===== config.mk =====
export PLATFORM = sky130hd
export DESIGN_NAME = powerUpTimer
export DESIGN_NICKNAME = d
export VERILOG_FILES = /design/src/logic/powerUpTimer.sv
export VERILOG_INCLUDE_DIRS = /design/src /design/src/logic
export SDC_FILE = /design/constraint.sdc
export NUM_CORES = 1
export LEC_CHECK = 0
export BUFFER_PORTS_ARGS = -buffer_cell sky130_fd_sc_hd__buf_2
export CAP_MARGIN = 30
export CORE_MARGIN = 2
export CORE_UTILIZATION = 44
export CTS_BUF_LIST = sky130_fd_sc_hd__clkbuf_8
export DETAILED_ROUTE_END_ITERATION = 8
export HOLD_SLACK_MARGIN = 0.15
export PLACE_DENSITY = 0.64
export SYNTH_ARGS = -nofsm -noshare
export SYNTH_HDL_FRONTEND = slang
export SYNTH_SLANG_ARGS = --single-unit
export TNS_END_PERCENT = 20

===== constraint.sdc =====
create_clock -name sysclk -period 4.13 [get_ports sysclk]
set_clock_uncertainty 0.2 [all_clocks]
set_input_delay 0.826 -clock sysclk [delete_from_list [all_inputs] [get_ports sysclk]]
set_output_delay 0.826 -clock sysclk [all_outputs]
set_load 0.02 [all_outputs]

===== src/logic/ksz_macros.svh =====
`ifndef KSZ_MACROS_SVH
`define KSZ_MACROS_SVH

// ----------------------------------------
// bus widths
// ----------------------------------------
`define KSZ_DATA_W        16     // multiplexed address/data bus
`define KSZ_OFFSET_W      8      // chip register offset
`define KSZ_REG_ADDR_W    16     // register-port write address

// register-port address of the chip-access register
`define KSZ_REG_PORT_ADDR 16'h000C

// ----------------------------------------
// power-up timing, in sysclk cycles
// ----------------------------------------
`define KSZ_RESET_CYCLES  20     // stands in for 10 ms of chip reset
`define KSZ_WARMUP_CYCLES 40     // stands in for 50 ms of warm-up
`define KSZ_TIMER_W       8      // wide enough for both intervals

`endif


===== src/logic/powerUpTimer.sv =====
`timescale 1ns/1ps
`include "ksz_macros.svh"

module powerUpTimer (
    input  logic sysclk,
    input  logic reset,
    input  logic start,      // restart from the reset interval
    output logic rstDone,    // pulse, chip reset may be released
    output logic warmDone    // pulse, chip is ready for io
);
    logic [`KSZ_TIMER_W-1:0] count;
    logic                    inReset;   // counting the reset interval
    logic                    inWarm;    // counting the warm-up interval

    // self-starts out of reset, so the chip comes up without a start pulse
    always_ff @(posedge sysclk or negedge reset) begin
        if (!reset) begin
            count    <= '0;
            inReset  <= 1'b1;
            inWarm   <= 1'b0;
            rstDone  <= 1'b0;
            warmDone <= 1'b0;
        end else begin
            rstDone  <= 1'b0;
            warmDone <= 1'b0;
            if (start) begin
                count   <= '0;
                inReset <= 1'b1;
                inWarm  <= 1'b0;
            end else if (inReset) begin
                if (count == `KSZ_TIMER_W'(`KSZ_RESET_CYCLES - 1)) begin
                    count   <= '0;
                    inReset <= 1'b0;
                    inWarm  <= 1'b1;
                    rstDone <= 1'b1;
                end else begin
                    count <= count + 1'b1;
                end
            end else if (inWarm) begin
                if (count == `KSZ_TIMER_W'(`KSZ_WARMUP_CYCLES - 1)) begin
                    inWarm   <= 1'b0;          // hold here until the next start
                    warmDone <= 1'b1;
                end else begin
                    count <= count + 1'b1;
                end
            end
        end
    end

    doneExclusive: assert property (@(posedge sysclk) disable iff (!reset)
        !(rstDone && warmDone));

endmodule


# Word level (Yosys, flattened, before mapping)
# Cells that the tools add are included.
[totals]
reg_bits = 12
inputBits = 3
out_inout_bits = 2
elab_cells = 32
[classes]
n_addsub = 1
eq_ne = 4
mux = 20
reduce_logical = 2
[op_table]
columns = ["op", "n"]
rows = [
  ["two-way mux 8 bit", 5],
  ["two-way mux 1 bit", 15],
  ["adder 8 x 1 -> 8 bit, second input constant", 1],
  ["== test 8 x 5 -> 1 bit, second input constant", 1],
  ["== test 8 x 6 -> 1 bit, second input constant", 1],
  ["inequality test 3 x 2 -> 1 bit, second input constant", 1],
  ["inequality test 3 bit, second input constant", 1],
  ["nonzero test 3 bit", 1],
  ["AND reduction 2 bit", 1],
]

# Longest topological paths before layout
[logic_depth]
ltp_word = 5
depth_mapped = 5
mapped_depth_nobuf = 5

# Worst setup path after synthesis
# Ideal clock, no wire load.
[synth_timing]
kind = "input port to flip-flop"
startpoint = "input port start"
endpoint = "register count[2]"
setup_time_ns = 0.129
arrival_time_ns = 1.422
required_ns = 3.801
setup_slack_ns = 2.379
stages = 4
n_path_buf = 1
cell_sequence = "clkbuf_1 -> nor3b_1 -> a21oi_1 -> o41ai_2"
[synth_between]
elab_chain_cells = 2
elab_cells_between_ends = 4
classes_between = "eq/ne: 1; mux: 1; reduce/logical: 2"
[synth_rtl]
columns = ["item", "line", "text"]
rows = [
  ["from (decl)", "powerUpTimer.sv:7", "input logic start,"],
  ["inequality test 3 bit (no line) or nonzero test 3 bit (tied branches)", "n/a", ""],
  ["AND reduction 2 bit (no line)", "n/a", ""],
  ["to (signal assigned)", "powerUpTimer.sv:37", "count <= count + 1'b1;"],
  ["to (signal assigned)", "powerUpTimer.sv:44", "count <= count + 1'b1;"],
  ["to (decl)", "powerUpTimer.sv:11", "logic [`KSZ_TIMER_W-1:0] count;"],
]
# Parallel ways exist; a longest one is shown, timed or not.
# A chain may end at the register's enable or synchronous reset.

# Worst setup path after layout
[layout_timing]
startpoint = "register rstDone"
endpoint = "output port rstDone"
[layout_lines]
columns = ["item", "line", "text"]
rows = [
  ["from (decl)", "powerUpTimer.sv:8", "output logic rstDone,"],
  ["from (signal assigned)", "powerUpTimer.sv:21", "rstDone <= 1'b0;"],
  ["from (signal assigned)", "powerUpTimer.sv:24", "rstDone <= 1'b0;"],
  ["from (signal assigned)", "powerUpTimer.sv:35", "rstDone <= 1'b1;"],
]
# No word-level cell between the ends.

==> reports/metrics.cfg <==
[status]
status = finished clean

[place]
place_congestion = 0.7188
dp_hpwl_um = 851.7
port-buffer-count = 4

[setup_path]
cp_top_family = flip-flops
crit_path_end_kind = output pin
reg2regPathDepth = 5
regToRegStartpoint = count[0]
slowest_stage = dfrtp_1
path_cells = buf_2
path_buf_inv = 1
slowest_delay_ps = 350
cp_max_fo = 1
critPathLaunchType = flip-flop
ff2ff_setup_slack_ps = 2410
worstPathRequired_ps = 3100
r2r-end = count[2]
critical_path_class = reg2out
critPathArrivalTime_ps = 740

[cts]
cts_hold_buf = 0
ctsResizeCount = 0
cts_setup_buffers = 0
cts_made_buffers = 3
clk_pin_slew_ps = 60
htree_num_levels = 1
cts_tree = yes
clockBufferDepth = 2
clock_latency_ps = 240
cts-root-buf = clkbuf_8
cts_sinks = 12

[floorplan]
dieArea_um2 = 1881
die_w_um = 43.37
core_um2 = 1471
num_rows = 14
io_pins = 5
start_util_pct = 46.34
die_h_um = 43.37

[detailed_routing]
avgRoutedWirePerCell_um = 14.32
vias_per_cell = 5.871
drc = 0
drtPass1Iterations = 4
drt-total-wl_mm = 1.217
drtAntennaViolNets = 0
first_iter_violations = 3
via_count = 499

[timing]
whs_ps = 255.0
fmax_mhz = 565.7
worst_pin_slew_ps = 339.9
drv_slew = 0
setup-violations-final = 0
finalCritPeriodShare_pct = 42.80
finalCriticalPeriod_ps = 1768
rsz0062_at_grt = no
max_slew_margin_pct = 77.26
finalHoldViolCount = 0
setup-tns-final_ps = 0

[logic_synthesis]
syn_nets = 67
synth-edff-count = 0
synthDominantCellAreaShare_pct = 40.37
synthFlopType = dfrtp_1
ys_seq_elements = 12
synthDistinctLibCells = 31
ys_warn_count = 0
synth.area.top_cells = dfrtp_1 40%, o2bb2ai_1 5.1%, dfstp_2 3.9%
synthArstFlopShare_pct = 100.0
yosysTopAreaCell = dfrtp_1
yosysSeqAreaShare_pct = 44.22
syn_area_um2 = 681.9
syn_area_per_cell_um2 = 10.82
synthCells = 63

[global_route]
first_global_vias = 481
antenna_found_initial = 0
grt_pass1_wl_mm = 2.214
grt_use_total_pct = 16.00
grt_overflow = 0
grt_max_degree = 17

[run]
cap_viol_max_count = 0

[cells_and_area]
final_common_cell = dfrtp_1
mostFrequentLayoutCells = 11 x dfrtp_1, 7 x nor2_1, 4 x o2bb2ai_1, 4 x buf_2
drive_above_1_share_pct = 23.19
layout.nets = 74
syn2layout_area_growth_pct = 11.19
antenna_cells = 0
nFillCells = 145

[pwr]
power_w = 0.0002550
peakVddDrop_mv = 0.1829
p_leak_nw = 0.3385
powerDensity_nw_per_um2 = 336.3

[min_path]
hold_path.class = in2async

## cells by family (layout without fill, tap and decap cells)
family	after synthesis	count (layout)	synth area share (%)
AND/OR/NAND/NOR	28	28	26.06
buffers and inverters	3	9	1.833
XOR/XNOR	3	3	3.854
AO/OA/AOI/OAI	15	15	20.18
multiplexers	1	1	2.018
adder cells (fa/ha/maj)	1	1	1.835
flip-flops	12	12	44.22
## power breakdown
group          switching [W]  internal (W)
clock network      0.0000449     0.0000656
logic              0.0000104    0.00000925
registers         0.00000377      0.000121
total              0.0000591      0.000196
## cells in the mapped netlist, types with 2 or more instances
library cell / count
a21oi_1: 3
and3_1: 2
dfrtp_1: 11
nand2_1: 3
nand2b_1: 2
nand3_1: 2
nor2_1: 7
nor2b_1: 2
nor3b_1: 3
o2bb2ai_1: 4
o32ai_1: 2
xor2_1: 3
## worst max-delay path by stage
stage / startpoint / to / slack, ps / cells after the start
CTS: rstDone / rstDone / 2350 / 1
floorplan: start / count[2] / 2380 / 4
global route: count[0] / count[2] / 2280 / 5
finish: rstDone / rstDone / 2360 / 1
detailed placement: start / count[3] / 2310 / 4
global placement: start / count[3] / 2320 / 4
## area by class of cell
cell class	instances	area, µm²	area share [%]
Tap cell	16	20.02	2.640
Clock inverter	1	3.754	0.4950
Clock buffer	3	41.29	5.446
Sequential cell	12	301.5	39.77
Inverter	1	3.754	0.4950
Timing Repair Buffer	4	20.02	2.640
Multi-Input combinational cell	48	367.9	48.51
## state kept, by name, indices dropped and copies added, names as in the netlist
| register | count |
|---|---|
| inReset | 1 |
| inWarm | 1 |
| count | 8 |
| rstDone | 1 |
| warmDone | 1 |
## layer usage
metal | track usage (%) | share of wire (%) | vias up
li1 | - | - | 245
met1 | 24.27 | 52 | 244
met2 | 21.49 | 44 | 8
met3 | 3.750 | 2.8 | 2
met4 | 7.273 | 0.99 | 0
met5 | 0 | 0 | -
## stage by stage
step                      util (%)  instance area (µm²)  instances  worst slack, ps
after floorplan                  -                681.9         63             2379
after global placement       48.47                713.2         81             2319
after detailed placement     48.47                713.2         81             2308
after global routing         51.53                758.2         85             2278
after CTS                    51.53                758.2         85             2355
final                        51.53                758.2         85             2362
Power figures use the tool's default switching activity.
