--- config.mk ---
export PLATFORM = sky130hd
export DESIGN_NAME = regCmdDecode
export DESIGN_NICKNAME = d
export VERILOG_FILES = /design/src/logic/kszHostPkg.sv /design/src/logic/regCmdDecode.sv
export VERILOG_INCLUDE_DIRS = /design/src /design/src/logic
export SDC_FILE = /design/constraint.sdc
export NUM_CORES = 1
export LEC_CHECK = 0
export BUFFER_PORTS_ARGS = -buffer_cell sky130_fd_sc_hd__buf_4
export CELL_PAD_IN_SITES_DETAIL_PLACEMENT = 2
export CELL_PAD_IN_SITES_GLOBAL_PLACEMENT = 2
export CORE_AREA = 2 2 69 71
export DETAILED_ROUTE_END_ITERATION = 8
export DIE_AREA = 0 0 71 73
export GPL_ROUTABILITY_DRIVEN = 1
export GPL_TIMING_DRIVEN = 1
export PLACE_DENSITY = 0.81
export SYNTH_ARGS = -nofsm -noshare
export SYNTH_HDL_FRONTEND = slang
export SYNTH_SLANG_ARGS = --single-unit
--- constraint.sdc ---
create_clock -name sysclk -period 0.8 [get_ports sysclk]
set_input_delay 0.04 -clock sysclk [delete_from_list [all_inputs] [get_ports sysclk]]
set_output_delay 0.04 -clock sysclk [all_outputs]
set_load 0.05 [all_outputs]
--- src/logic/ksz_macros.svh ---
`ifndef KSZ_MACROS_SVH
`define KSZ_MACROS_SVH

// ----------------------------------------
// bus widths
// ----------------------------------------
`define KSZ_DATA_W        16     // multiplexed address/data bus
`define KSZ_OFFSET_W      8      // chip register offset
`define KSZ_REG_ADDR_W    16     // register-port write address

// register-port address of the chip-access register
`define KSZ_REG_PORT_ADDR 16'h000C

// ----------------------------------------
// power-up timing, in sysclk cycles
// ----------------------------------------
`define KSZ_RESET_CYCLES  20     // stands in for 10 ms of chip reset
`define KSZ_WARMUP_CYCLES 40     // stands in for 50 ms of warm-up
`define KSZ_TIMER_W       8      // wide enough for both intervals

`endif

--- src/logic/kszHostPkg.sv ---
package kszHostPkg;

`include "ksz_macros.svh"

    // 32-bit word written through the register port
    typedef struct packed {
        logic [3:0]               zero;       // reserved, written as 0
        logic                     dma;
        logic                     chipReset;  // restart the power-up sequence
        logic                     isWrite;    // 0 read, 1 write
        logic                     isWord;     // 0 byte, 1 word
        logic [`KSZ_OFFSET_W-1:0] addr;
        logic [`KSZ_DATA_W-1:0]   data;
    } regCmdWordT;

    // one chip access as the sequencer sees it, 27 bits
    typedef struct packed {
        logic                     isDma;
        logic                     isWrite;
        logic                     isWord;
        logic [`KSZ_OFFSET_W-1:0] addr;       // ignored for dma
        logic [`KSZ_DATA_W-1:0]   data;       // ignored for reads
    } cmdFieldsT;

endpackage

--- src/logic/regCmdDecode.sv ---
`timescale 1ns/1ps
`include "ksz_macros.svh"

module regCmdDecode (
    input  logic                       sysclk,
    input  logic                       reset,
    input  logic                       regWen,        // single-cycle register write
    input  logic [`KSZ_REG_ADDR_W-1:0] regWaddr,
    input  kszHostPkg::regCmdWordT     regWdata,
    output logic                       regCmdValid,   // access request, one cycle
    output logic                       regResetReq,   // chip reset request, one cycle
    output kszHostPkg::cmdFieldsT      regFields
);
    logic hit;

    // only the chip-access register is ours
    assign hit = regWen && (regWaddr == `KSZ_REG_PORT_ADDR);

    // ----------------------------------------
    // request strobes
    // ----------------------------------------
    always_ff @(posedge sysclk or negedge reset) begin
        if (!reset) begin
            regCmdValid <= 1'b0;
            regResetReq <= 1'b0;
        end else begin
            regResetReq <= hit && regWdata.chipReset;    // reset wins over the access bits
            regCmdValid <= hit && !regWdata.chipReset;
        end
    end

    // ----------------------------------------
    // unpack the word, payload only
    // ----------------------------------------
    always_ff @(posedge sysclk) begin
        if (hit) begin
            regFields.isDma   <= regWdata.dma;
            regFields.isWrite <= regWdata.isWrite;
            regFields.isWord  <= regWdata.isWord;
            regFields.addr    <= regWdata.addr;
            regFields.data    <= regWdata.data;
        end
    end

    // a reset word never also starts an access
    reqExclusive: assert property (@(posedge sysclk) disable iff (!reset)
        !(regCmdValid && regResetReq));

endmodule

After elaboration in Yosys (flattened, before gate mapping)
Cells that the tools add are included.
{"block": "classes", "add_sub_neg": 0, "n_mux": 0, "shift": 0, "n_div": 0, "eq_ne": 1, "n_reduce_logical": 4, "order_cmp": 0, "n_bitwise": 0, "multipliers": 0}
{"cell": "16-bit by 4-bit equality test with 1-bit output (second input constant)", "count": 1}
{"cell": "1-bit logical AND", "count": 3}
{"cell": "1-bit logical NOT", "count": 1}
{"block": "word_totals", "mem_count": 0, "reg_bits": 29, "out_inout_bits": 29, "mem_bits_ro": 0, "ramBits": 0, "latch_bits": 0, "input_bits": 51}

Longest topological paths before layout
Gate-level depths: netlist of the first run.
{"block": "depth", "word_depth": 3, "mapped_depth": 3, "ltp_nobuf": 3}

Worst setup path after synthesis of the first run
Ideal clock, no wire load.
{"block": "synth_path", "path_type": "in2reg", "startpoint": "input regWaddr[5]", "endpoint": "register regFields[0] in the netlist's numbering (enable)", "t_required_ps": 318, "path_buffers": 0, "cell_stages": 3, "arrival_ps": 3080, "setup_slack_ps": -2762, "cell_sequence": "nor4_2 nand4_1 nor4_1"}
{"block": "synth_via", "elab_chain_len": 2}
{"element": "start: declaration", "line": "regCmdDecode.sv:8", "text": "input logic [`KSZ_REG_ADDR_W-1:0] regWaddr,"}
{"element": "16-bit by 4-bit equality test with 1-bit output (no source line)"}
{"element": "1-bit logical AND", "line": "regCmdDecode.sv:17", "text": "assign hit = regWen && (regWaddr == `KSZ_REG_PORT_ADDR);"}
{"element": "via hit", "line": "regCmdDecode.sv:14", "text": "logic hit;"}
{"element": "end: declaration", "line": "regCmdDecode.sv:12", "text": "output kszHostPkg::cmdFieldsT regFields"}
The timed path passes the listed nets, and every way through them passes these cells.
A chain may end at the register's enable or synchronous reset.

Worst setup path after layout of the first run
{"block": "layout_path", "startpoint": "input regWaddr[5]", "endpoint": "register regFields[9] in the netlist's numbering (enable)"}
Same word-level chain as after synthesis.

==> run metrics, run 1 <==
Seq. cell area 861 um2; total power divided by cell area 1430 mW/mm2; final setup fails 57; main area contributors after synthesis edfxtp_1, dfrtp_1, nor4_2, nor4b_2, and4bb_2; Synth cell types 10; boundary pin count 80; post-synth top area share 85.6%; pin count of the biggest net entering global routing 15; First-pass DRT Iterations 4; Critical Path RT 790 ps; crit path to regFields[9]; area delta synth->final 131%; Slew @ Worst Pin 290 ps; Starting Density 20.9%; Peak Freq 845 MHz; clk buf depth 2; Final WS setup -384 ps; Tot GR Track Use 13.1%; CTS Buf Count 5; Leak 0.908 nW; Worst path slowest cell nor4_4; CP arrival 1170 ps; die area 0.00518 mm2; DR iter-0 viols 46; CP top delay family simple AND/OR/NAND/NOR gates; Layout Cells excl Fill 214; first-pass GRT wire length 4820 um; violated checks negative setup slack; clock sink count 29; CP Capture Type flip-flop; PortBufs 75; GPL Wtd Cong 0.678; Post-Syn Nets 90; Synth Instances 39; CP Cell Sequence buf_6 > nor4_4 > nand4_1 > nor4_4 > buf_4 > buf_6; initial antenna violation count 0; status finished with violations; crit path from regWaddr[5]; Pins Over Slew Limit 0; row count 25; MaxCap Viol Count 0; synthesis-stage register bit count 29; Hold Crit Class input port to flip-flop; wire length per cell 15.5 um; Max-slew headroom 80.5%; maximum vdd drop 644 uV; n_diodes 0; Placed Instances 175; final WL 3320 um; Clock transition at path regs 60 ps; post-synthesis sequential area ratio 90.9%; final worst path period share 148%; chip height 73 um; core area 0.00454 mm2; Remaining DRCs 0; DR vias/cell 4.08; Worst path depth 6; Congestion Overflow GR 0; slowest stage delay, CP 270 ps; CTS H-tree lvls 2; CTS root buf clkbuf_8; Fill cells 430; nets@finish 210; Tmin final 1180 ps; Die W 71 um; RSZ-0062 raised after global routing true; Yosys Warn Count 0; Synth Cell Area 947 um2; worst-case setup slack after placement -668 ps; via count 873; Max Fanout on Critical Path 7; CTS tree done; antenna-violating nets left 0; post-synth top area cell edfxtp_1; final hold viol count 0; area of the multi-input gates 128 um2; Final HPWL DP 2300 um; syn avg cell area 24.3 um2; CP Buf/Inv Count 3; vias in the first global route 981; kind of critical path input port to flip-flop; startpoint types input port; setup_tns -11490 ps; fraction of layout instances using a drive strength above 1 59.4%
==> worst min-delay path by stage <==
stage | from | end | depth (start not counted)
after floorplan | reset | regCmdValid | 0
after global placement | reset | regCmdValid | 1
after detailed placement | reset | regResetReq | 1
after CTS | regWdata[26] | regCmdValid | 3
after global routing | regWdata[26] | regCmdValid | 3
final | regWdata[26] | regCmdValid | 3
==> cell usage after synthesis, drive strengths merged <==
library cell / n
and4bb: 1
dfrtp: 2
edfxtp: 27
nand2b: 1
nand4: 1
nor2: 2
nor4: 3
nor4b: 1
or4: 1
==> final cells by class <==
class | instances | share of cell area, %
Clock buffer | 8 | 3.66
Multi-Input combinational cell | 10 | 5.83
Sequential cell | 29 | 39.3
Tap cell | 54 | 3.09
Timing Repair Buffer | 113 | 48.1
==> kinds of logic (layout without fill, tap and decap cells) <==
family        count (synthesis)  count (layout)  synth area share (%)
buf+inv                       0             121                     0
flops                        29              29                  90.9
simple gates                 10              10                  9.12
==> worst min-delay path: stages <==
cell and delay, ps:
buf_4 80, or4_1 100, nor2_1 40
==> power breakdown <==
group | internal [mW] | leakage, nW | switching, mW
combinational | 0.259 | 0.598 | 0.0901
clock | 0.616 | 0.0395 | 0.501
sequential | 1.66 | 0.271 | 0.0000102
total | 2.53 | 0.908 | 0.592
==> routing by layer <==
layer	global-route usage [%]	vias up	wire length, um
li1	-	400	-
met1	12.2	417	1050
met2	25.6	51	1970
met3	4.28	5	258
met4	5.66	0	37
met5	0	-	0
==> state kept, by name, summed over array words and instances (netlist names) <==
register / flops
regResetReq: 1
regFields: 27
regCmdValid: 1
==> stage by stage <==
stage	total power, mW	area [um2]	util [%]	hold slack (ps)
6_report	3.12	2190	48.3	26.2
5_1_grt	3.25	2190	48.3	33.5
4_1_cts	3.15	2150	47.3	11.3
3_5_place_dp	1.91	1650	36.5	-176
3_3_place_gp	1.90	1650	36.5	-176
2_1_floorplan	1.70	971	-	-256
==> repair_timing <==
action,4_1_cts,5_1_grt
setup buffers,0,4
endpoints found under the hold margin,29,0
pin swaps,0,1
setup endpoints to repair,57,57
hold buffers,28,0
cloned,0,1
resized for setup,35,6
==> placed cells by master, fill, tap and decap left out <==
cell type,n
nand2b_1,1
dlygate4sd3_1,28
nand4_1,1
buf_4,49
clkbuf_1,3
dfrtp_1,2
edfxtp_1,27
nor4b_4,1
nor2_1,2
clkbuf_8,5
nor4_4,3
and4bb_2,1
buf_6,36
or4_1,1
(Power assumes the default switching activity.)
==> run 2: changes to the inputs <==
- CORE_AREA: 2 2 69 71 -> 2 2 72 74
- DIE_AREA: 0 0 71 73 -> 0 0 74 76
- PLACE_DENSITY: 0.81 -> 0.78
- clock period: 0.8 -> 1 ns (I/O delays scaled with it)
==> run 2 against run 1 <==
The flow still finishes with violations (negative setup slack). Critical path depth unchanged. Worst setup slack improved by 260 ps. Count of clock-buffer cells in the layout unchanged. Critical endpoint is now regFields[24]. Largest cell class unchanged.
==> run metrics, run 2 (synthesized netlist as in run 1, its figures left out) <==
nets@finish 209 (was 210); Remaining DRCs 0 (unchanged); final worst path period share 112%; final hold viol count 0 (unchanged); core area 0.00491 mm2 (was 0.00454 mm2); CTS tree done (unchanged); Pwr Total 2.53 mW (was 3.12 mW); DP Area 0.00167 mm2 (was 0.00165 mm2); worst hold slack 38.5 ps (was 26.2 ps); worst-case setup slack after placement -474 ps (was -668 ps); First-pass DRT Iterations 3 (was 4); CP top delay family simple AND/OR/NAND/NOR gates (unchanged); Clock transition at path regs 60 ps (about the same); Die W 74 um (was 71 um); Post-Route Utilization 43.1% (was 48.3%); Top Registers regFields x27, regCmdValid x1, regResetReq x1 (unchanged); CTS Buf Count 5 (unchanged); clk buf depth 2 (unchanged); DR vias/cell 3.67 (was 4.08); final setup fails 27 (was 57); setup_tns -3060 ps (was -11490 ps); status finished with violations (unchanged); PortBufs 75 (unchanged); clock sink count 29 (unchanged); Congestion Overflow GR 0 (unchanged); first-pass GRT wire length 4730 um (was 4820 um); kind of critical path input port to flip-flop (unchanged); internal power 2.09 mW (was 2.53 mW); slowest stage delay, CP 250 ps (was 270 ps); Max-slew headroom 85.6% (was 80.5%); Tmin final 1120 ps; n_diodes 0 (unchanged); chip height 76 um (was 73 um); area delta synth->final 124% (was 131%); final WL 3060 um (was 3320 um); Leak 0.876 nW (was 0.908 nW); commonest cells after routing, fill and taps aside buf_4, dlygate4sd3_1, edfxtp_1 (was buf_4, buf_6, dlygate4sd3_1); Max Fanout on Critical Path 6 (was 7); most frequent CP cell buf_6; sequential power share 52.4% (was 53.1%); Pins Over Slew Limit 0 (unchanged); CP Capture Type flip-flop (unchanged); Final HPWL DP 2320 um (was 2300 um); CTS root buf clkbuf_8 (unchanged); commonest non-fill, non-tap cell in the layout buf_4 (unchanged); Critical Path RT 980 ps (was 790 ps); initial antenna violation count 0 (unchanged); CP Cell Sequence buf_6 > nor4_4 > nand4_1 > nor4_4 > buf_6 > buf_6 (was buf_6 > nor4_4 > nand4_1 > nor4_4 > buf_4 > buf_6); violated checks negative setup slack (unchanged); Slew @ Worst Pin 215 ps (was 290 ps); startpoint types input port (unchanged); RSZ-0062 raised after global routing true (unchanged); MaxCap Viol Count 0 (unchanged); fraction of layout instances using a drive strength above 1 59.7% (was 59.4%); Tot GR Track Use 11.6% (was 13.1%); area of the multi-input gates 119 um2 (was 128 um2); Switch Pwr 0.439 mW (was 0.592 mW); pin count of the biggest net entering global routing 10 (was 15); boundary pin count 80 (unchanged); GPL Wtd Cong 0.685 (was 0.678); max FFs per register 27 (unchanged); CP Buf/Inv Count 3 (unchanged); largest reg by FF count regFields (unchanged); Worst path slowest cell nor4_4 (unchanged); sw frac 17.3% (was 18.9%); die area 0.00562 mm2 (was 0.00518 mm2); Starting Density 19.3% (was 20.9%); Layout Cells excl Fill 229 (was 214); via count 841 (was 873); Seq. cell area 861 um2 (unchanged); row count 26 (was 25); CP arrival 1100 ps (was 1170 ps); DR iter-0 viols 11 (was 46); Placed Instances 190 (was 175); design area 0.00212 mm2 (was 0.00219 mm2); maximum vdd drop 355 uV (was 644 uV); Hold Crit Class input port to flip-flop (unchanged); Fill cells 489 (was 430); Peak Freq 891 MHz; antenna-violating nets left 0 (unchanged); vias in the first global route 1000 (was 981); wire length per cell 13.4 um (was 15.5 um); clock power share 36.8% (was 35.8%); total power divided by cell area 1190 mW/mm2 (was 1430 mW/mm2); CTS H-tree lvls 2 (unchanged); Combinational Power Share 10.7% (was 11.2%); Final WS setup -122 ps (was -384 ps)
-- run 2: cell count changes in the layout (fill, tap and decap cells not counted) --
cell | previous run | this run
buf_4 | 49 | 73
nor4_4 | 3 | 2
clkbuf_8 | 5 | 6
buf_8 | 0 | 2
nor4_2 | 0 | 1
buf_6 | 36 | 9
clkbuf_1 | 3 | 2
-- run 2: cell type report --
class                           instances  area share [%]
Multi-Input combinational cell         10            5.61
Tap cell                               70            4.14
Sequential cell                        29            40.7
Clock buffer                            8            4.26
Timing Repair Buffer                  112            45.3
-- run 2: path summary, 6_finish.rpt --
check	from	endpoint	slack [ps]	cells past startpoint
setup / recovery	regWaddr[5]	regFields[24]	-120	6
hold / removal	regWdata[26]	regCmdValid	40	3
max in group asynchronous	reset	regResetReq	820	2
min in group asynchronous	reset	regCmdValid	90	2
-- run 2: tightest hold or removal path, delay by kind of cell --
| kind | cells | cell delay (ps) |
|---|---|---|
| buf+inv | 1 | 90 |
| simple gates | 2 | 130 |
-- run 2: power groups by stage --
stage / Sequential (mW) / Clock [mW] / Combinational, mW
6_report: 1.33 / 0.932 / 0.271
4_1_cts: 1.33 / 0.966 / 0.273
3_3_place_gp: 1.35 / 0 / 0.168
2_1_floorplan: 1.35 / 0 / 0.0105
5_1_grt: 1.33 / 1.01 / 0.293
3_5_place_dp: 1.35 / 0 / 0.174
-- run 2: repair_timing --
action	in CTS	in global routing
gates resized for setup	10	5
hold endpoints to repair	29	0
hold buffers	28	0
setup endpoints to repair	27	27
pin swaps	0	1
setup buffers	2	0
cloned	1	0
-- run 2: layer usage --
layer  vias up  part of all wire (%)  global-route usage (%)
met5         -                     0                       0
met3         4                   7.2                    3.70
met1       395                    30                    10.1
met2        46                    62                    23.2
met4         0                  0.88                    3.82
li1        396                     -                       -
