`config.mk`:
```
export PLATFORM = sky130hd
export DESIGN_NAME = kszBusCtrl
export DESIGN_NICKNAME = d
export VERILOG_FILES = /design/src/logic/kszBusPkg.sv /design/src/logic/kszHostPkg.sv /design/src/logic/byteLaneAddr.sv /design/src/logic/kszBusCtrl.sv
export VERILOG_INCLUDE_DIRS = /design/src /design/src/logic
export SDC_FILE = /design/constraint.sdc
export NUM_CORES = 1
export LEC_CHECK = 0
export ABC_AREA = 1
export BUFFER_PORTS_ARGS = -buffer_cell sky130_fd_sc_hd__buf_2
export CAP_MARGIN = 20
export CORE_UTILIZATION = 40
export CTS_CLUSTER_SIZE = 8
export DETAILED_ROUTE_END_ITERATION = 8
export PLACE_DENSITY = 0.68
export SLEW_MARGIN = 20
export SYNTH_ARGS = -nofsm -noshare
export SYNTH_HDL_FRONTEND = slang
export SYNTH_SLANG_ARGS = --single-unit
```
`constraint.sdc`:
```
create_clock -name sysclk -period 2.3 [get_ports sysclk]
set_clock_uncertainty 0.15 [all_clocks]
set_input_delay 0.46 -clock sysclk [delete_from_list [all_inputs] [get_ports sysclk]]
set_output_delay 0.46 -clock sysclk [all_outputs]
set_load 0.03 [all_outputs]
```
`src/logic/ksz_macros.svh`:
```
`ifndef KSZ_MACROS_SVH
`define KSZ_MACROS_SVH

// ----------------------------------------
// bus widths
// ----------------------------------------
`define KSZ_DATA_W        16     // multiplexed address/data bus
`define KSZ_OFFSET_W      8      // chip register offset
`define KSZ_REG_ADDR_W    16     // register-port write address

// register-port address of the chip-access register
`define KSZ_REG_PORT_ADDR 16'h000C

// ----------------------------------------
// power-up timing, in sysclk cycles
// ----------------------------------------
`define KSZ_RESET_CYCLES  20     // stands in for 10 ms of chip reset
`define KSZ_WARMUP_CYCLES 40     // stands in for 50 ms of warm-up
`define KSZ_TIMER_W       8      // wide enough for both intervals

`endif

```
`src/logic/kszBusPkg.sv`:
```
package kszBusPkg;

    // sequencer states, one access at a time on the chip bus
    typedef enum logic [3:0] {
        idle         = 4'd0,
        resetAssert  = 4'd1,   // chip reset held low
        resetWait    = 4'd2,   // warm-up after reset release
        addrStart    = 4'd3,
        addrHold     = 4'd4,
        addrEnd      = 4'd5,
        readStart    = 4'd6,
        readDmaStart = 4'd7,   // dma read, strobe already low
        readHold     = 4'd8,
        readEnd      = 4'd9,
        writeStart   = 4'd10,
        writeHold    = 4'd11,
        writeEnd     = 4'd12
    } busStateT;

    // byte enables, sd[15:12] during the address phase
    // the chip splits its space into 32-bit chunks, one bit per byte lane
    typedef logic [3:0] byteEnT;

    localparam byteEnT beWordLo = 4'b0011;   // word at offset 0 of the chunk
    localparam byteEnT beWordHi = 4'b1100;   // word at offset 2 of the chunk

endpackage

```
`src/logic/kszHostPkg.sv`:
```
package kszHostPkg;

`include "ksz_macros.svh"

    // 32-bit word written through the register port
    typedef struct packed {
        logic [3:0]               zero;       // reserved, written as 0
        logic                     dma;
        logic                     chipReset;  // restart the power-up sequence
        logic                     isWrite;    // 0 read, 1 write
        logic                     isWord;     // 0 byte, 1 word
        logic [`KSZ_OFFSET_W-1:0] addr;
        logic [`KSZ_DATA_W-1:0]   data;
    } regCmdWordT;

    // one chip access as the sequencer sees it, 27 bits
    typedef struct packed {
        logic                     isDma;
        logic                     isWrite;
        logic                     isWord;
        logic [`KSZ_OFFSET_W-1:0] addr;       // ignored for dma
        logic [`KSZ_DATA_W-1:0]   data;       // ignored for reads
    } cmdFieldsT;

endpackage

```
`src/logic/byteLaneAddr.sv`:
```
`timescale 1ns/1ps
`include "ksz_macros.svh"

module byteLaneAddr (
    input  logic [`KSZ_OFFSET_W-1:0] offset,   // register offset 0x00-0xff
    input  logic                     isWord,   // 0 byte, 1 word
    output logic [`KSZ_DATA_W-1:0]   addr      // address as the chip wants it on sd
);
    import kszBusPkg::*;

    byteEnT byteEn;

    // lane select from the low offset bits
    // odd word offsets get no lane at all, not supported by the chip setup
    always_comb begin
        byteEn = '0;
        case (offset[1:0])
            2'd0:    byteEn = isWord ? beWordLo : 4'b0001;
            2'd1:    byteEn = isWord ? 4'b0000 : 4'b0010;
            2'd2:    byteEn = isWord ? beWordHi : 4'b0100;
            default: byteEn = isWord ? 4'b0000 : 4'b1000;
        endcase
    end

    // be in the top nibble, 11:8 unused
    assign addr = {byteEn, 4'h0, offset};

endmodule

```
`src/logic/kszBusCtrl.sv`:
```
`timescale 1ns/1ps
`include "ksz_macros.svh"

module kszBusCtrl (
    input  logic                     sysclk,
    input  logic                     reset,
    // host command port, four-phase req/ack
    input  logic                     cmdReq,
    output logic                     cmdAck,
    input  logic                     isDma,
    input  logic                     isWrite,
    input  logic                     isWord,
    input  logic [`KSZ_OFFSET_W-1:0] regAddr,
    input  logic [`KSZ_DATA_W-1:0]   dataIn,
    output logic [`KSZ_DATA_W-1:0]   dataOut,
    output logic                     dataValid,
    // init handshake with the higher layer
    output logic                     initReq,
    input  logic                     initAck,
    // decoded register port
    input  logic                     regCmdValid,
    input  logic                     regResetReq,
    input  kszHostPkg::cmdFieldsT    regFields,
    output logic                     busError,    // register access while busy
    output logic                     busIdle,
    // power-up timer
    output logic                     timerStart,
    input  logic                     rstDone,
    input  logic                     warmDone,
    // chip bus
    output logic                     ethRstn,
    output logic                     ethCmd,      // 1 address, 0 data
    output logic                     ethRdn,
    output logic                     ethWrn,
    output logic [`KSZ_DATA_W-1:0]   sdOut,
    input  logic [`KSZ_DATA_W-1:0]   sdIn
);
    import kszBusPkg::*;
    import kszHostPkg::*;

    busStateT                 state;
    logic                     subPhase;    // second pass through addrEnd / readStart
    logic                     fromHost;    // current access came from the host port
    cmdFieldsT                cmd;         // latched access
    cmdFieldsT                hostFields;
    cmdFieldsT                startCmd;
    logic [`KSZ_DATA_W-1:0]   hostAddr;
    logic [`KSZ_DATA_W-1:0]   regPortAddr;
    logic [`KSZ_DATA_W-1:0]   startAddr;
    logic                     hostGo;
    logic                     regGo;

    byteLaneAddr hostLane_i (.offset(regAddr), .isWord(isWord), .addr(hostAddr));
    byteLaneAddr regLane_i (.offset(regFields.addr), .isWord(regFields.isWord),
                            .addr(regPortAddr));

    // ----------------------------------------
    // arbitration, register port first
    // ----------------------------------------
    assign hostFields = '{isDma: isDma, isWrite: isWrite, isWord: isWord,
                          addr: regAddr, data: dataIn};
    assign regGo      = (state == idle) && regCmdValid;
    assign hostGo     = (state == idle) && cmdReq && !cmdAck && !regCmdValid;  // needs a fresh req
    assign startCmd   = regGo ? regFields : hostFields;
    assign startAddr  = regGo ? regPortAddr : hostAddr;
    assign busIdle    = (state == idle);

    // ----------------------------------------
    // control fsm
    // ----------------------------------------
    always_ff @(posedge sysclk or negedge reset) begin
        if (!reset) begin
            state      <= resetAssert;
            subPhase   <= 1'b0;
            fromHost   <= 1'b0;
            ethRstn    <= 1'b0;
            ethCmd     <= 1'b0;
            ethRdn     <= 1'b1;
            ethWrn     <= 1'b1;
            cmdAck     <= 1'b0;
            dataValid  <= 1'b0;
            initReq    <= 1'b0;
            busError   <= 1'b0;
            timerStart <= 1'b0;
        end else begin
            timerStart <= 1'b0;
            // ack drops once the host let go and the access is done
            if (cmdAck && !cmdReq && state == idle) begin
                cmdAck    <= 1'b0;
                dataValid <= 1'b0;
            end
            if (initAck) initReq <= 1'b0;
            if (regCmdValid) busError <= (state != idle);    // set if busy, clear if taken
            if (regResetReq) begin
                state      <= resetAssert;
                timerStart <= 1'b1;
                ethRstn    <= 1'b0;
                ethCmd     <= 1'b0;
                ethRdn     <= 1'b1;
                ethWrn     <= 1'b1;
                cmdAck     <= 1'b0;
                dataValid  <= 1'b0;
                initReq    <= 1'b0;
                busError   <= 1'b0;
            end else begin
                case (state)
                    idle: if (hostGo || regGo) begin
                        fromHost <= hostGo;
                        subPhase <= 1'b0;
                        if (hostGo) cmdAck <= 1'b1;
                        ethCmd   <= !startCmd.isDma;            // dma has no address phase
                        if (startCmd.isDma && startCmd.isWrite) state <= writeStart;
                        else if (startCmd.isDma) begin
                            state  <= readDmaStart;
                            ethRdn <= 1'b0;
                        end else state <= addrStart;
                    end
                    resetAssert: if (rstDone) begin
                        ethRstn <= 1'b1;
                        state   <= resetWait;
                    end
                    resetWait: if (warmDone) begin
                        initReq <= 1'b1;                        // higher layer sets the chip up
                        state   <= idle;
                    end
                    addrStart: begin
                        ethWrn   <= 1'b0;
                        subPhase <= 1'b0;
                        state    <= addrHold;
                    end
                    addrHold:  state <= addrEnd;
                    addrEnd: if (!subPhase) begin
                        ethWrn   <= 1'b1;                       // one cycle high before data
                        subPhase <= 1'b1;
                    end else begin
                        ethCmd   <= 1'b0;
                        subPhase <= 1'b0;
                        state    <= cmd.isWrite ? writeStart : readStart;
                    end
                    writeStart: begin
                        ethWrn <= 1'b0;
                        state  <= writeHold;
                    end
                    writeHold: state <= writeEnd;
                    writeEnd: begin
                        ethWrn <= 1'b1;
                        state  <= idle;
                    end
                    readStart: if (!subPhase) begin
                        ethRdn   <= 1'b0;
                        subPhase <= 1'b1;
                    end else state <= readHold;
                    readDmaStart: state <= readHold;
                    readHold:     state <= readEnd;
                    readEnd: begin                              // third low cycle, data sampled
                        if (fromHost) dataValid <= 1'b1;
                        ethRdn <= 1'b1;
                        state  <= idle;
                    end
                    default: state <= idle;
                endcase
            end
        end
    end

    // ----------------------------------------
    // payload, latched command and bus data
    // ----------------------------------------
    always_ff @(posedge sysclk) begin
        if (state == idle && (hostGo || regGo)) begin
            cmd   <= startCmd;
            sdOut <= startCmd.isDma ? startCmd.data : startAddr;
        end else if (state == addrEnd && subPhase && cmd.isWrite) begin
            sdOut <= cmd.data;
        end
        if (state == readEnd) dataOut <= sdIn;
    end

    strobeExclusive: assert property (@(posedge sysclk) disable iff (!reset)
        !(!ethRdn && !ethWrn));
    writeStrobeLen: assert property (@(posedge sysclk) disable iff (!reset || regResetReq)
        $fell(ethWrn) |=> !ethWrn ##1 ethWrn);
    ackAfterReq: assert property (@(posedge sysclk) disable iff (!reset)
        $fell(cmdAck) && !$past(regResetReq) |-> !$past(cmdReq));

endmodule

```
# ---- Word level (Yosys, flattened, before mapping)
# Cells that the tools add are included.
dict set report classes {
  add_sub_neg 0
  div_mod_pow 0
  bitwise 1
  n_mul 0
  eq_ne 26
  shifts 0
  n_reduce_logical 35
  mux 60
  n_lt_le_gt_ge 0
}
# op count
set ops {}
lappend ops {{16-bit two-way mux} 4}
lappend ops {{4-bit two-way mux} 12}
lappend ops {{4-bit case mux with 11 select lines} 1}
lappend ops {{1-bit two-way mux} 31}
lappend ops {{27-bit two-way mux} 1}
lappend ops {{4-bit case mux with 3 select lines} 2}
lappend ops {{3-bit inequality test, second input constant} 7}
lappend ops {{4-bit equality test, second input constant} 5}
lappend ops {{4-bit by 3-bit equality test with 1-bit output, second input constant} 4}
lappend ops {{4-bit nonzero test} 4}
lappend ops {{1-bit logical AND} 10}
lappend ops {{5-bit AND reduction} 2}
lappend ops {{3-bit AND reduction} 3}
lappend ops {{4-bit by 2-bit equality test with 1-bit output, second input constant} 2}
lappend ops {{2-bit two-way mux} 4}
lappend ops {{2-bit nonzero test} 4}
lappend ops {{3-bit by 2-bit inequality test with 1-bit output, second input constant} 2}
lappend ops {{1-bit case mux with 3 select lines} 2}
lappend ops {{2-bit by 1-bit equality test with 1-bit output, second input constant} 2}
lappend ops {{2-bit equality test, second input constant} 2}
lappend ops {{4-bit by 1-bit equality test with 1-bit output, second input constant} 1}
lappend ops {{1-bit logical NOT} 4}
lappend ops {{2-bit logical NOT} 2}
lappend ops {{4-bit logical NOT} 1}
lappend ops {{9 further kinds} 10}
dict set report word_totals {
  latchBits 0
  regBits 64
  mem_bits_rw 0
  in_bits 78
  romBits 0
  n_memories 0
  elab_cells 138
  out_inout_bits 42
}

# ---- Logic depth before layout (Yosys ltp)
# Gate-level depths: netlist of the first run.
dict set report depth {
  ltp_word 8
  ltp_mapped 11
  ltp_nobuf 10
}

# ---- By module
# From an unflattened synthesis of the first run, not the netlist that was laid out.
dict set report unflattened {
  hier_cells 448
  area_unflattened_um2 3619.7
}
# mod instances area_per_inst_um2 cells_per_inst seq_area_each_um2
set modules_own_cells {}
lappend modules_own_cells {kszBusCtrl 1 3357.0 402 1850.5}
lappend modules_own_cells {byteLaneAddr 2 131.4 23 0.0}

# ---- Least setup slack after synthesis of the first run
# OpenSTA, ideal clock, no wires.
dict set report synth_path {
  path_kind {register -> register}
  start {register state[0]}
  end {register sdOut[0] (enable)}
  t_arrival_ps 1886
  path_slack_ps -98
  t_required_ps 1788
  period_less_slack_ps 2398
  setup_ps 362
  n_path_buf 3
  path_stages_with_launch 9
  cell_sequence {dfstp_2 buf_2 nor2_8 nand3_2 nand2_2 inv_2 buf_6 buf_2 nand2_1}
}
dict set report synth_between {
  elab_chain_len 7
  elab_cells_between_ends 11
  cone_classes {1 x eq/ne; 10 x reduce/logical}
}
# item line
set synth_lines {}
lappend synth_lines {{start: declaration} kszBusCtrl.sv:41} ;# busStateT state;
lappend synth_lines {{start signal: assignment} kszBusCtrl.sv:73} ;# state <= resetAssert;
lappend synth_lines {{start signal: assignment} kszBusCtrl.sv:95} ;# state <= resetAssert;
lappend synth_lines {{start signal: assignment} kszBusCtrl.sv:112} ;# if (startCmd.isDma && startCmd.isWrite) state <= writeStart;
lappend synth_lines {{4-bit logical NOT} {kszBusCtrl.sv:62, kszBusCtrl.sv:63, kszBusCtrl.sv:170}}
lappend synth_lines {{1-bit logical AND (3 in series)} kszBusCtrl.sv:63} ;# assign hostGo = (state == idle) && cmdReq && !cmdAck && !regCmdValid;
lappend synth_lines {{1-bit logical OR} kszBusCtrl.sv:170} ;# if (state == idle && (hostGo || regGo)) begin
lappend synth_lines {{1-bit logical AND} kszBusCtrl.sv:170}
lappend synth_lines {{2-bit nonzero test (no source line) (*)} -}
lappend synth_lines {{end signal: assignment} kszBusCtrl.sv:172} ;# sdOut <= startCmd.isDma ? startCmd.data : startAddr;
lappend synth_lines {{end signal: assignment} kszBusCtrl.sv:174} ;# sdOut <= cmd.data;
lappend synth_lines {{end: declaration} kszBusCtrl.sv:35} ;# output logic [`KSZ_DATA_W-1:0] sdOut,
# Every way passes the cells marked *; elsewhere a longest branch is shown, timed or not.
# A chain may end at the register's enable or synchronous reset.

# ---- Worst setup path in the final report of the first run
dict set report layout_path {
  start {register state[3]}
  end {output busIdle}
}
dict set report layout_between {
  elab_chain_len 1
}
# item line
set layout_lines {}
lappend layout_lines {{4-bit logical NOT} kszBusCtrl.sv:66} ;# assign busIdle = (state == idle);
lappend layout_lines {{end: declaration} kszBusCtrl.sv:25} ;# output logic busIdle,
# No other way between the ends.

==> metrics, run 1 <==
status finished clean; Setup TNS Final 0 ns; # port buffers 119; Final Setup Violations 0; H-tree levels 3; Worst-Margin Slew 0.376 ns; Finished Cell Area 4210 um^2; via count 2,917; top cells by area, synth edfxtp_1, nand2_1, dfrtp_1; Synth Instances 375; Post-Place Cell Area 3990 um^2; crit-path max FO 8; vias in the first global route 2,607; RePlAce Congestion 0.894; Mapped Area 3290 um^2; MaxCap Viol Count 0; top cell type's share of synthesized area 0.448; Main synth FF type edfxtp_1; antenna-violating nets left 0; met1 usage 0.267; post-synthesis cell type count 35; Core Box Area 7850 um^2; part of the Yosys area used for sequential elements 0.563; Hold WC Path Type input pin to register; synth-to-layout area growth 28.2%; die width 92.6 um; syn avg cell area 8.76 um^2; Tcrit/Tclk final 0.976; EDFF count, synth 49; Req. time, crit path 1.69 ns; boundary pin count 120; initial antenna violation count 0; TritonCTS clock tree built; WS Path Type register to primary output; largest net degree at the start of global routing 33; CP endpoint kind primary output; peak supply drop 0.518 mV; R2R depth 8; ys async rst share 0.234; register bit total from synthesis 64; Leak Pwr 2.09 nW; cts bufs inserted 9; Clock Path Buffers 2; Max transition margin 0.749; DR vias/cell 4.79; met2 usage 0.302; cell taking the most area after synthesis edfxtp_1; final hold violations 0; RSZ-0062 raised after global routing no; Peak Freq 445 MHz; Power Density 1220 nW/um^2; final wirelength 8030 um; Fin Hold WS 0.146 ns; GRT Max-Usage Layer met2; final critical-path required period 2.24 ns; Final #Nets 581; Initial Util 0.419; clock latency at the later pin of the worst-skew pair 0.33 ns; Warnings, synthesis 0; Clk pin slew, worst setup/hold paths 0.07 ns; Antenna Cells 0; clk sinks 64; Routed wire per std cell 13.2 um; total grt overflow 0; DR iter-0 viols 152; Worst Hold Depth 1; Setup crit start kind register; met3 Use GR 0.0312; Cells after DPL 593; post-synth net total 453; GRT Util Overall 0.191; DIE HEIGHT 92.6 um; post-route insts no fill 609; first-pass GRT wire length 12,600 um; share of cells above drive strength 1 0.321; Detailed Place HPWL 6070 um; Worst EP arrival 1.63 ns; 1st-pass router iterations 4; Max Slew Vio Count 0; root buf cell clkbuf_8; die area 8580 um^2; # DRC 0; row cnt 32
[cell families after synthesis]
family / synth area share
AOI/OAI and AO/OA: 0.0552
xor gates and xnor gates: 0.00533
and+or+nand+nor: 0.303
buffers and inverters: 0.0735
DFF: 0.563
[cell usage after synthesis, types with 2 or more instances]
master / n
dfstp_2: 3
nand3_1: 34
o21ai_1: 6
buf_4: 4
nand2_1: 153
nand3b_1: 2
inv_2: 4
nand3_2: 2
o211ai_1: 2
dfrtp_1: 12
nor2_1: 15
nand2_2: 3
edfxtp_1: 49
buf_2: 5
nand4_1: 4
buf_6: 2
o21ai_0: 3
xor2_1: 2
nor2_8: 2
inv_1: 37
o21a_1: 4
a21oi_1: 9
nor2_2: 4
nor3_1: 3
[state kept, by name (all words and copies together), names as in the netlist, 4 cells and up]
register / flops
cmd: 17
dataOut: 16
state: 4
sdOut: 16
[cells in the final DEF, fill, tap and decap left out, types with 3 or more instances in the layout]
master,n
nor3_1,3
clkbuf_8,9
nand2_1,152
o21a_1,4
inv_1,37
buf_2,118
dfrtp_1,12
nand4_1,4
edfxtp_1,49
o21ai_0,3
o21ai_1,6
nand3_1,34
nor2_1,15
dfstp_2,3
nand2_2,4
clkinv_1,3
nor2_2,3
buf_4,8
a21oi_1,9
inv_2,4
[cell type report]
cell class	instances	area (um^2)
fill	762	3640
sequential	64	1850
multi-input combinational	257	1200
timing repair buffer	128	668
inverter	43	164
clock buffer	10	128
tap	102	128
clock inverter	5	72.6
[path summary, 6_finish.rpt]
check	slack (ns)	start	end
setup / recovery	0.06	state[3]$_DFFE_PN0P_	busIdle
hold / removal	0.15	sdIn[11]	dataOut[11]$_DFFE_PP_
setup reg to reg	0.27	state[0]$_DFFE_PN1P_	sdOut[0]$_DFFE_PP_
hold reg to reg	0.31	ethRdn$_DFFE_PN1P_	ethRdn$_DFFE_PN1P_
max in group asynchronous	1.27	reset	ethWrn$_DFFE_PN1P_
min in group asynchronous	0.42	reset	state[2]$_DFFE_PN0P_
[critical path, cell delays in order (launching register included)]
cell and delay (ns):
dfrtp_1 0.43, nor2_4 0.21, buf_4 0.20, nand2_2 0.09, inv_2 0.15, clkbuf_4 0.22
[metal layers]
| layer | up-vias | share of wire |
|---|---|---|
| met2 | 86 | 0.48 |
| met1 | 1341 | 0.46 |
| li1 | 1484 | - |
| met5 | - | 0 |
| met3 | 6 | 0.057 |
| met4 | 0 | 0.0066 |
[repair_timing]
item                                    in CTS  in global routing
setup buffers                                0                  0
endpoints found under the setup margin       1                  1
endpoints found under the hold margin       12                  0
cloned                                       0                  0
resized for setup                            1                  1
hold buffers                                 1                  0
[per-stage QoR]
stage | utilization | power [mW] | setup WS (ns)
2_1_floorplan | - | 3.55 | 0.0642
3_3_place_gp | 0.509 | 4.11 | 0.338
3_5_place_dp | 0.509 | 4.14 | 0.271
4_1_cts | 0.536 | 5.16 | 0.0541
5_1_grt | 0.537 | 5.47 | 0.00166
6_report | 0.537 | 5.14 | 0.0553
[report_power, final]
part,leakage [nW],switching (mW),internal (mW)
combinational,1.34,1.58,0.646
clock,0.101,0.411,0.595
sequential,0.646,0.156,1.75
total,2.09,2.14,3.00
No activity file was read; power rests on OpenSTA's default activity.
==> inputs of run 2 (changes only) <==
Settings changed: CTS_BUF_LIST set to sky130_fd_sc_hd__clkbuf_4 sky130_fd_sc_hd__clkbuf_8 sky130_fd_sc_hd__clkbuf_16.
==> metrics, run 2 (synthesized netlist as in run 1, its figures left out) <==
status finished clean (unchanged); Req. time, crit path 1.69 ns (about the same); via count 2,917 (unchanged); Multi-input gate area 1200 um^2 (unchanged); H-tree levels 3 (unchanged); Clock Path Buffers 2 (unchanged); Final #Nets 581 (unchanged); first-pass GRT wire length 12,600 um (unchanged); CP endpoint kind primary output (unchanged); TritonCTS clock tree built (unchanged); # port buffers 119 (unchanged); WS Path Type register to primary output (unchanged); final critical-path required period 2.24 ns (about the same); root buf cell clkbuf_8 (unchanged); die width 92.6 um (unchanged); vias in the first global route 2,607 (unchanged); Worst EP arrival 1.63 ns (about the same); antenna-violating nets left 0 (unchanged); max FFs per register 17 (unchanged); clock latency at the later pin of the worst-skew pair 0.33 ns (about the same); commonest non-fill, non-tap cell in the layout nand2_1 (unchanged); Setup crit start kind register (unchanged); Peak Freq 445 MHz (about the same); Fin Hold WS 0.146 ns (about the same); die area 8580 um^2 (unchanged); most frequent cells in the layout nand2_1, buf_2, edfxtp_1 (unchanged); Setup Buffers After CTS 0 (unchanged); GRT Util Overall 0.191 (unchanged); DIE HEIGHT 92.6 um (unchanged); synth-to-layout area growth 28.3% (was 28.2%); row cnt 32 (unchanged); # DRC 0 (unchanged); Hold WC Path Type input pin to register (unchanged); final hold violations 0 (unchanged); boundary pin count 120 (unchanged); share of cells above drive strength 1 0.323 (was 0.321); Leak Pwr 2.09 nW (about the same); Routed wire per std cell 13.2 um (about the same); biggest regs cmd x17, dataOut x16, sdOut x16 (unchanged); Reg area 1850 um^2 (unchanged); Final Setup Violations 0 (unchanged); Setup TNS Final 0 ns (unchanged); crit-path max FO 8 (unchanged); Detailed Place HPWL 6070 um (unchanged); largest net degree at the start of global routing 33 (unchanged); fill cell count 760 (was 762); cts bufs inserted 9 (unchanged); final wirelength 8030 um (about the same); largest register by flop count cmd (unchanged); 1st-pass router iterations 4 (unchanged); Tcrit/Tclk final 0.976 (about the same); Antenna Cells 0 (unchanged); Power Density 1220 nW/um^2 (about the same); clk sinks 64 (unchanged); Max Slew Vio Count 0 (unchanged); Core Box Area 7850 um^2 (unchanged); Finished Cell Area 4220 um^2 (was 4210 um^2); MaxCap Viol Count 0 (unchanged); Post-Place Cell Area 3990 um^2 (unchanged); Max transition margin 0.749 (about the same); initial antenna violation count 0 (unchanged); DR iter-0 viols 152 (unchanged); RePlAce Congestion 0.894 (unchanged); DR vias/cell 4.79 (unchanged); total grt overflow 0 (unchanged); Clk pin slew, worst setup/hold paths 0.07 ns (about the same); Initial Util 0.419 (unchanged); peak supply drop 0.518 mV (about the same); Worst-Margin Slew 0.376 ns (about the same); RSZ-0062 raised after global routing no (unchanged)
[run 2: cell counts in the layout (fill, tap and decap cells not counted)]
Identical to the previous run, type by type.
[run 2: what timing repair did]
| item | CTS | global route |
|---|---|---|
| hold buffers | 1 | 0 |
| setup endpoints to repair | 1 | 1 |
| pin swaps | 0 | 0 |
| resized for setup | 1 | 1 |
| endpoints found under the hold margin | 12 | 0 |
[run 2: where the power goes]
group          total [mW]  internal (mW)  switching, mW
clock                1.02          0.607          0.411
sequential           1.91           1.75          0.156
combinational        2.22          0.646           1.58
total                5.15           3.01           2.14
[run 2: metal layers]
metal / vias to the layer above / GRT usage / share of wire
li1: 1484 / - / -
met2: 89 / 0.302 / 0.48
met4: 0 / 0.0654 / 0.0066
met5: - / 0 / 0
met3: 6 / 0.0312 / 0.061
met1: 1338 / 0.267 / 0.45
[run 2: area by class of cell]
cell class | instances | share of cell area
flip-flops and latches | 64 | 0.439
multi-input cells | 257 | 0.285
repair buffers | 128 | 0.159
inverters | 43 | 0.0389
clock buffers | 10 | 0.0312
well taps | 102 | 0.0303
clock inverters | 5 | 0.0172
[run 2: worst paths after layout]
check	from	end	slack (ns)	depth (start not counted)
min in group asynchronous	reset	state[2]$_DFFE_PN0P_	0.42	2
worst max register to register	state[0]$_DFFE_PN1P_	sdOut[0]$_DFFE_PP_	0.27	8
max in group asynchronous	reset	ethWrn$_DFFE_PN1P_	1.27	2
worst min register to register	ethRdn$_DFFE_PN1P_	ethRdn$_DFFE_PN1P_	0.31	2
worst max-delay path	state[3]$_DFFE_PN0P_	busIdle	0.06	5
worst min-delay path	sdIn[11]	dataOut[11]$_DFFE_PP_	0.15	1
[run 2: critical path, cell delays in order (launching register included)]
cell      delay, ns
dfrtp_1        0.43
nor2_4         0.21
buf_4          0.20
nand2_2        0.09
inv_2          0.15
clkbuf_4       0.22
[run 2: stage by stage]
| stage | worst slack, ns | total power, mW | util | cells |
|---|---|---|---|---|
| after global placement | 0.338 | 4.11 | 0.509 | 593 |
| after floorplan | 0.0642 | 3.55 | - | 375 |
| after CTS | 0.0541 | 5.17 | 0.537 | 609 |
| after detailed placement | 0.271 | 4.14 | 0.509 | 593 |
| final | 0.0553 | 5.15 | 0.537 | 609 |
| after global routing | 0.00166 | 5.49 | 0.537 | 609 |
